## config.mk

```make
export PLATFORM = sky130hd
export DESIGN_NAME = montgomery
export DESIGN_NICKNAME = d
export VERILOG_FILES = /design/src/logic/mont_pkg.sv /design/src/logic/adder_if.sv /design/src/logic/mont_ctrl_if.sv /design/src/logic/mpadder.sv /design/src/logic/mont_datapath.sv /design/src/logic/mont_controller.sv /design/src/logic/montgomery.sv
export SDC_FILE = /design/constraint.sdc
export NUM_CORES = 1
export LEC_CHECK = 0
export ABC_AREA = 1
export BUFFER_PORTS_ARGS = -buffer_cell sky130_fd_sc_hd__clkbuf_2
export CELL_PAD_IN_SITES_DETAIL_PLACEMENT = 1
export CELL_PAD_IN_SITES_GLOBAL_PLACEMENT = 2
export CORE_MARGIN = 3
export CORE_UTILIZATION = 37
export CTS_BUF_LIST = sky130_fd_sc_hd__clkbuf_4
export DETAILED_ROUTE_END_ITERATION = 10
export GPL_TIMING_DRIVEN = 0
export PLACE_DENSITY = 0.87
export SLEW_MARGIN = 30
export SYNTH_ARGS = -nofsm -noshare
export SYNTH_HDL_FRONTEND = slang
export SYNTH_SLANG_ARGS = --single-unit
```

## constraint.sdc

```tcl
create_clock -name clk -period 7.55 [get_ports clk]
set_input_delay 0.755 -clock clk [delete_from_list [all_inputs] [get_ports clk]]
set_output_delay 0.755 -clock clk [all_outputs]
set_load 0.02 [all_outputs]
```

## src/logic/mont_pkg.sv

```systemverilog
package mont_pkg;

    // Operand and datapath widths
    localparam int OP_W      = 64;
    localparam int ADD_W     = OP_W + 3;
    localparam int EXT_W     = OP_W + 4;
    localparam int WORD_W    = 17;
    localparam int ADD_WORDS = EXT_W / WORD_W;
    localparam int WCNT_W    = $clog2(ADD_WORDS);
    localparam int DIGITS    = OP_W / 2;
    localparam int DCNT_W    = $clog2(DIGITS + 1);

    typedef logic [OP_W-1:0]   operand_t;
    typedef logic [ADD_W-1:0]  addend_t;
    typedef logic [EXT_W-1:0]  ext_t;
    typedef logic [WORD_W-1:0] word_t;
    typedef logic [WCNT_W-1:0] word_cnt_t;
    typedef logic [DCNT_W-1:0] digit_cnt_t;

    // Adder operand A source
    typedef enum logic [1:0] {ACC_C, ACC_B, ACC_M} acc_sel_e;

    // Adder operand B source
    typedef enum logic [2:0] {
        ADD_B2, ADD_M2, ADD_B_DIGIT, ADD_M_DIGIT, ADD_M
    } addend_sel_e;

    typedef enum logic [2:0] {
        IDLE, B3_RUN, M3_RUN, BDIG_RUN, MDIG_RUN, SUB_RUN, FIX_RUN, DONE
    } mont_state_e;

endpackage

```

## src/logic/adder_if.sv

```systemverilog
`timescale 1ns/1ps

interface adder_if;

    logic               start;
    logic               subtract;
    mont_pkg::addend_t  in_a;
    mont_pkg::addend_t  in_b;
    mont_pkg::ext_t     sum;
    logic               done;

    // Sequencer side
    modport ctrl (output start, output subtract, input done);

    // Operand muxes and result capture
    modport dp (output in_a, output in_b, input sum);

    modport adder (
        input  start,
        input  subtract,
        input  in_a,
        input  in_b,
        output sum,
        output done
    );

endinterface

```

## src/logic/mont_ctrl_if.sv

```systemverilog
`timescale 1ns/1ps

interface mont_ctrl_if;

    logic                   load_inputs;
    mont_pkg::acc_sel_e     acc_sel;
    mont_pkg::addend_sel_e  addend_sel;
    logic                   store_b3;
    logic                   store_m3;
    logic                   store_c;
    logic                   shift_c;
    logic                   shift_a;
    // Sign of the accumulator
    logic                   c_neg;

    modport ctrl (
        output load_inputs,
        output acc_sel,
        output addend_sel,
        output store_b3,
        output store_m3,
        output store_c,
        output shift_c,
        output shift_a,
        input  c_neg
    );

    modport dp (
        input  load_inputs,
        input  acc_sel,
        input  addend_sel,
        input  store_b3,
        input  store_m3,
        input  store_c,
        input  shift_c,
        input  shift_a,
        output c_neg
    );

endinterface

```

## src/logic/mpadder.sv

```systemverilog
`timescale 1ns/1ps

module mpadder (
    input  logic   clk,
    input  logic   resetn,
    adder_if.adder bus
);

    mont_pkg::ext_t       ext_a;
    mont_pkg::ext_t       ext_b;
    mont_pkg::word_cnt_t  idx;
    mont_pkg::word_cnt_t  cnt;
    mont_pkg::word_t      word_a;
    mont_pkg::word_t      word_b;
    logic [mont_pkg::WORD_W:0] word_sum;
    logic                 carry;
    logic                 carry_in;
    logic                 busy;
    logic                 active;
    logic                 last_word;

    assign ext_a = {1'b0, bus.in_a};
    assign ext_b = {1'b0, bus.in_b};

    // Chunk 0 is handled in the start cycle itself
    assign active    = bus.start || busy;
    assign idx       = bus.start ? '0 : cnt;
    assign carry_in  = bus.start ? bus.subtract : carry;
    assign last_word = idx == mont_pkg::word_cnt_t'(mont_pkg::ADD_WORDS - 1);

    assign word_a = ext_a[idx * mont_pkg::WORD_W +: mont_pkg::WORD_W];
    // Subtract as A + ~B + 1, the +1 coming in as the first carry
    assign word_b = ext_b[idx * mont_pkg::WORD_W +: mont_pkg::WORD_W]
                    ^ {mont_pkg::WORD_W{bus.subtract}};
    assign word_sum = word_a + word_b + carry_in;

    always_ff @(posedge clk) begin
        if (!resetn) begin
            busy     <= 1'b0;
            cnt      <= '0;
            carry    <= 1'b0;
            bus.done <= 1'b0;
        end else begin
            bus.done <= active && last_word;
            if (active) begin
                carry <= word_sum[mont_pkg::WORD_W];
                cnt   <= idx + 1'b1;
                busy  <= !last_word;
            end
        end
    end

    // Sum holds after done until the next start overwrites it
    always_ff @(posedge clk) begin
        if (active) begin
            bus.sum[idx * mont_pkg::WORD_W +: mont_pkg::WORD_W]
                <= word_sum[mont_pkg::WORD_W-1:0];
        end
    end

endmodule

```

## src/logic/mont_datapath.sv

```systemverilog
`timescale 1ns/1ps

module mont_datapath (
    input  logic               clk,
    input  logic               resetn,
    input  mont_pkg::operand_t in_a,
    input  mont_pkg::operand_t in_b,
    input  mont_pkg::operand_t in_m,
    output mont_pkg::operand_t result,
    mont_ctrl_if.dp            ctrl,
    adder_if.dp                add
);

    mont_pkg::operand_t a;
    mont_pkg::operand_t b;
    mont_pkg::operand_t m;
    mont_pkg::addend_t  b3;
    mont_pkg::addend_t  m3;
    mont_pkg::ext_t     c;
    logic [1:0]         q_digit;
    mont_pkg::addend_t  b_mult;
    mont_pkg::addend_t  m_mult;

    // 0, x, 2x or 3x for one radix-4 digit
    function automatic mont_pkg::addend_t pick_multiple(
        input logic [1:0]         digit,
        input mont_pkg::operand_t x,
        input mont_pkg::addend_t  x3
    );
        mont_pkg::addend_t mult;
        case (digit)
            2'd0:    mult = '0;
            2'd1:    mult = {3'b000, x};
            2'd2:    mult = {2'b00, x, 1'b0};
            default: mult = x3;
        endcase
        return mult;
    endfunction

    // q = c * (-m^-1) mod 4, which is c for m = 3 mod 4 and -c for m = 1 mod 4
    assign q_digit = {c[1] ^ (c[0] & ~m[1]), c[0]};

    assign b_mult = pick_multiple(a[1:0], b, b3);
    assign m_mult = pick_multiple(q_digit, m, m3);

    always_comb begin
        case (ctrl.acc_sel)
            mont_pkg::ACC_B: add.in_a = {3'b000, b};
            mont_pkg::ACC_M: add.in_a = {3'b000, m};
            default:         add.in_a = c[mont_pkg::ADD_W-1:0];
        endcase
    end

    always_comb begin
        case (ctrl.addend_sel)
            mont_pkg::ADD_B2:      add.in_b = {2'b00, b, 1'b0};
            mont_pkg::ADD_M2:      add.in_b = {2'b00, m, 1'b0};
            mont_pkg::ADD_B_DIGIT: add.in_b = b_mult;
            mont_pkg::ADD_M_DIGIT: add.in_b = m_mult;
            default:               add.in_b = {3'b000, m};
        endcase
    end

    always_ff @(posedge clk) begin
        if (ctrl.load_inputs) begin
            a <= in_a;
            b <= in_b;
            m <= in_m;
        end else if (ctrl.shift_a) begin
            // Next a-digit into the low bits
            a <= {2'b00, a[mont_pkg::OP_W-1:2]};
        end
        if (ctrl.store_b3) begin
            b3 <= add.sum[mont_pkg::ADD_W-1:0];
        end
        if (ctrl.store_m3) begin
            m3 <= add.sum[mont_pkg::ADD_W-1:0];
        end
    end

    // Accumulator, also the result register
    always_ff @(posedge clk) begin
        if (!resetn) begin
            c <= '0;
        end else if (ctrl.load_inputs) begin
            c <= '0;
        end else if (ctrl.store_c) begin
            c <= ctrl.shift_c ? {2'b00, add.sum[mont_pkg::EXT_W-1:2]} : add.sum;
        end
    end

    assign ctrl.c_neg = c[mont_pkg::EXT_W-1];
    assign result     = c[mont_pkg::OP_W-1:0];

endmodule

```

## src/logic/mont_controller.sv

```systemverilog
`timescale 1ns/1ps

module mont_controller (
    input  logic      clk,
    input  logic      resetn,
    input  logic      start,
    output logic      done,
    mont_ctrl_if.ctrl ctrl,
    adder_if.ctrl     add
);

    mont_pkg::mont_state_e state;
    mont_pkg::mont_state_e state_next;
    mont_pkg::digit_cnt_t  digit_cnt;
    logic                  enter;
    logic                  in_run;
    logic                  last_digit;
    logic                  sub_over;

    assign in_run     = (state != mont_pkg::IDLE) && (state != mont_pkg::DONE);
    assign last_digit = digit_cnt == mont_pkg::digit_cnt_t'(mont_pkg::DIGITS - 1);

    // Previous subtraction went negative, so stop and add M back
    assign sub_over = (state == mont_pkg::SUB_RUN) && enter && ctrl.c_neg;

    always_comb begin
        state_next = state;
        case (state)
            mont_pkg::IDLE: begin
                if (start) begin
                    state_next = mont_pkg::B3_RUN;
                end
            end
            mont_pkg::B3_RUN: begin
                if (add.done) begin
                    state_next = mont_pkg::M3_RUN;
                end
            end
            mont_pkg::M3_RUN: begin
                if (add.done) begin
                    state_next = mont_pkg::BDIG_RUN;
                end
            end
            mont_pkg::BDIG_RUN: begin
                if (add.done) begin
                    state_next = mont_pkg::MDIG_RUN;
                end
            end
            mont_pkg::MDIG_RUN: begin
                if (add.done) begin
                    state_next = last_digit ? mont_pkg::SUB_RUN : mont_pkg::BDIG_RUN;
                end
            end
            mont_pkg::SUB_RUN: begin
                if (sub_over) begin
                    state_next = mont_pkg::FIX_RUN;
                end
            end
            mont_pkg::FIX_RUN: begin
                if (add.done) begin
                    state_next = mont_pkg::DONE;
                end
            end
            default: state_next = mont_pkg::IDLE;
        endcase
    end

    always_ff @(posedge clk) begin
        if (!resetn) begin
            state     <= mont_pkg::IDLE;
            enter     <= 1'b0;
            digit_cnt <= '0;
            done      <= 1'b0;
        end else begin
            state <= state_next;
            // A finished subtraction re-enters SUB_RUN
            enter <= (state_next != state) || ((state == mont_pkg::SUB_RUN) && add.done);
            done  <= state_next == mont_pkg::DONE;
            if (state == mont_pkg::IDLE) begin
                digit_cnt <= '0;
            end else if ((state == mont_pkg::MDIG_RUN) && add.done) begin
                digit_cnt <= digit_cnt + 1'b1;
            end
        end
    end

    assign add.start    = enter && in_run && !sub_over;
    assign add.subtract = state == mont_pkg::SUB_RUN;

    // Operand selects and strobes, stores land on the adder done
    always_comb begin
        ctrl.load_inputs = (state == mont_pkg::IDLE) && start;
        ctrl.acc_sel     = mont_pkg::ACC_C;
        ctrl.addend_sel  = mont_pkg::ADD_M;
        ctrl.store_b3    = 1'b0;
        ctrl.store_m3    = 1'b0;
        ctrl.store_c     = 1'b0;
        ctrl.shift_c     = 1'b0;
        ctrl.shift_a     = 1'b0;
        case (state)
            mont_pkg::B3_RUN: begin
                ctrl.acc_sel    = mont_pkg::ACC_B;
                ctrl.addend_sel = mont_pkg::ADD_B2;
                ctrl.store_b3   = add.done;
            end
            mont_pkg::M3_RUN: begin
                ctrl.acc_sel    = mont_pkg::ACC_M;
                ctrl.addend_sel = mont_pkg::ADD_M2;
                ctrl.store_m3   = add.done;
            end
            mont_pkg::BDIG_RUN: begin
                ctrl.addend_sel = mont_pkg::ADD_B_DIGIT;
                ctrl.store_c    = add.done;
                ctrl.shift_a    = add.done;
            end
            mont_pkg::MDIG_RUN: begin
                ctrl.addend_sel = mont_pkg::ADD_M_DIGIT;
                ctrl.store_c    = add.done;
                ctrl.shift_c    = add.done;
            end
            mont_pkg::SUB_RUN,
            mont_pkg::FIX_RUN: begin
                ctrl.store_c = add.done;
            end
            default: begin
            end
        endcase
    end

endmodule

```

## src/logic/montgomery.sv

```systemverilog
`timescale 1ns/1ps

module montgomery (
    input  logic               clk,
    input  logic               resetn,
    input  logic               start,
    input  mont_pkg::operand_t in_a,
    input  mont_pkg::operand_t in_b,
    input  mont_pkg::operand_t in_m,
    output mont_pkg::operand_t result,
    output logic               done
);

    mont_ctrl_if ctrl_bus ();
    adder_if     add_bus ();

    mont_controller u_ctrl (
        .clk    (clk),
        .resetn (resetn),
        .start  (start),
        .done   (done),
        .ctrl   (ctrl_bus.ctrl),
        .add    (add_bus.ctrl)
    );

    mont_datapath u_dp (
        .clk    (clk),
        .resetn (resetn),
        .in_a   (in_a),
        .in_b   (in_b),
        .in_m   (in_m),
        .result (result),
        .ctrl   (ctrl_bus.dp),
        .add    (add_bus.dp)
    );

    // Shared word-serial adder
    mpadder u_adder (
        .clk    (clk),
        .resetn (resetn),
        .bus    (add_bus.adder)
    );

endmodule

```

==> results.md <==
* Status: finished clean
* Initial Utilization at 37.6%
* Register area at 13500 µm²
* Skew-Pair Late Insertion Delay at 1.05 ns
* Switch share at 36.3%
* Drt wl/cell at 31.9 µm
* GRT overflow at 0
* DRC violations left at 0
* Fin crit share at 86.6%
* Flops & latches, synth at 478
* Commonest non-fill, non-tap cell in the layout: nand2_1
* Pleak at 13.6 nW
* Post-DP HPWL at 114000 µm
* Yosys warnings at 0
* Total Routed Length at 153000 µm
* CP Max Fanout at 10
* Netlist cell types at 51
* Initial antenna violation count at 14
* Wire length of the first global-routing pass at 211000 µm
* Setup CP Type: reg -> reg
* Antenna viol nets, final at 0
* Final hold slack at 0.0265 ns
* CTS tree: yes
* Die width at 271 µm
* Number of hold violations in the final report at 0
* Drt first pass iters at 6
* Setup WS pre-CTS at 1.35 ns
* Final setup TNS at 0 ns
* Setup ws final at 1.01 ns
* Endpoints failing setup at 0
* Ys async rst share at 0%
* EDFF count, synth at 394
* Clk pwr share at 35.2%
* Final core occ at 47.2%
* Pwr/cell area at 230 nW/µm²
* Vias per inst at 5.87
* Worst-Margin Slew at 1.14 ns
* Synth-to-layout area growth at 25.5%
* Critical Path End Type: flip-flop
* Post-Syn Area at 25900 µm²
* Sink Count at 478
* Via Count at 28141
* Net load switching power at 2.71 mW
* Fin crit period at 6.54 ns
* Placed insts at 4344
* Syn_nets at 3359
* Post-synthesis sequential area ratio at 52.1%
* MaxCap Viol Count at 0
* First-iteration detailed-routing DRC count at 3671
* Req. time, crit path at 8.31 ns
* Io pins at 260
* Internal power at 4.76 mW
* CORE AREA at 68900 µm²
* GR Util All Layers at 40.8%
* Share of cells above drive strength 1 at 18.4%
* Layout Nets at 3963
* H-tree Lvls at 4
* Row count at 96
* Synthesized instance count at 3137
* Worst VDD drop at 0.135 mV
* Clock Tree Root: clkbuf_4
* Vias in the first global route at 28798
* Die H at 271 µm
* Commonest cells after routing, fill and taps aside: nand2_1, edfxtp_1, nand3_1
* Fin cells at 4792
* Worst hold path class: in -> reg
* Post-Syn Area per Cell at 8.26 µm²
* RSZ-0062 raised after global routing: no
* Final Skew at 0.0654 ns
* Logic pwr share at 22.6%
* Fmax at 153 MHz
* IO Port Bufs at 259
* Hold path depth at 1
* Sequential share of power at 42.2%
* Maximum buffer depth of the clock tree at 3
* Clock buffer count from CTS at 140
* R2R setup slack at 1.01 ns
* Total chip power at 7.47 mW
* Clock transition at path regs at 0.07 ns
* Design area at 32500 µm²
* Fill count at 8430
* Critical Path Start Type: flip-flop
* Gpl congestion at 1.06
* Post-cts resize count at 0
* Die area at 73300 µm²
* Worst r2r path cells at 19
* Relative max-transition margin at 23.8%
* Arrival time worst endpoint at 7.30 ns
* Post-placement cell area at 28800 µm²
* Most common flop cell mapped by yosys: edfxtp_1
* Multi-input logic area at 10300 µm²
* Largest net degree at the start of global routing at 53
* Final count of pins violating max slew at 0
==> worst paths after layout <==
path | startpoint | end
max reg2reg | u_ctrl.state[2] | u_adder.bus.sum[60]
min | in_m[16] | u_dp.m[16]
min reg2reg | u_adder.busy | u_adder.cnt[0]
max | u_ctrl.state[2] | u_adder.bus.sum[60]
==> logic make-up (layout without fill, tap and decap cells) <==
logic type               count (synthesis)  in the layout  share of synthesized area, %
AO/OA/AOI/OAI                          524            524                          11.6
XOR/XNOR                                10             10                         0.338
adder cells (fa/ha/maj)                 27             27                          1.36
flip-flops                             478            478                          52.1
buffers and inverters                  458           1169                          8.43
other                                    0             13                             0
AND/OR/NAND/NOR                       1640           1640                          26.2
==> power by group through the flow <==
stage | sequential, mW | combinational [mW] | clock (mW)
3_5_place_dp | 3.20 | 1.53 | 0
5_1_grt | 3.15 | 1.76 | 2.79
2_1_floorplan | 3.12 | 0.816 | 0
3_3_place_gp | 3.22 | 1.48 | 0
6_report | 3.16 | 1.69 | 2.63
4_1_cts | 3.14 | 1.62 | 2.60
==> registers in the layout, indices dropped and copies added (netlist names), 3 cells and up <==
register          flops
u_dp.b3              67
u_ctrl.digit_cnt      6
u_dp.a               64
u_dp.c               68
u_dp.m               64
u_dp.b               64
u_adder.bus.sum      68
u_ctrl.state          3
u_dp.m3              67
==> metal layers <==
metal	global-route usage [%]	up-vias	part of all wire (%)	wire (µm)
li1	-	11910	-	-
met1	49.5	13926	37	56900
met2	64.9	1827	45	69200
met3	11.9	472	11	16900
met4	22.9	6	6.3	9690
met5	0.987	-	0.079	120
==> critical path, stage by stage (launching register included) <==
cell and delay (ns):
dfxtp_1 0.40, inv_2 0.19, nand3_1 0.24, ha_1 0.47, clkbuf_1 0.45, clkbuf_1 0.90, o221ai_1 0.67, o21ai_0 0.39
nor2_1 0.14, o22ai_1 0.27, inv_1 0.08, ha_1 0.36, inv_1 0.09, o21bai_1 0.10, a21oi_1 0.30, o21ai_0 0.29
xnor2_1 0.65, nor2_1 0.08, nand2_1 0.11, nor2_1 0.05
==> layout make-up <==
type,count,share of cell area [%]
multi-input combinational,2201,31.5
clock inverter,46,0.854
tap,931,3.58
antenna,13,0.100
clock buffer,203,4.68
sequential,478,41.5
inverter,201,2.33
buffer,257,4.42
timing repair buffer,462,11.0
==> timing repair <==
item / CTS / global route
buffers inserted: 0 / 0
hold buffers: 186 / 0
endpoints found under the hold margin: 186 / 0
==> synthesized netlist by cell type, types with 34 or more instances <==
library cell     n  share of area, %
buf_4           83               2.4
a21oi_1        162               3.1
buf_2           68               1.3
dfxtp_1         84               6.5
o21ai_0        186               3.6
clkbuf_1        86               1.2
nor2_1         249               3.6
edfxtp_1       394                46
o22ai_1         79               1.9
inv_1          189               2.7
nand3_1        306               5.9
o211ai_1        34              0.98
nand2_1       1006                15
Power figures use the tool's default switching activity.
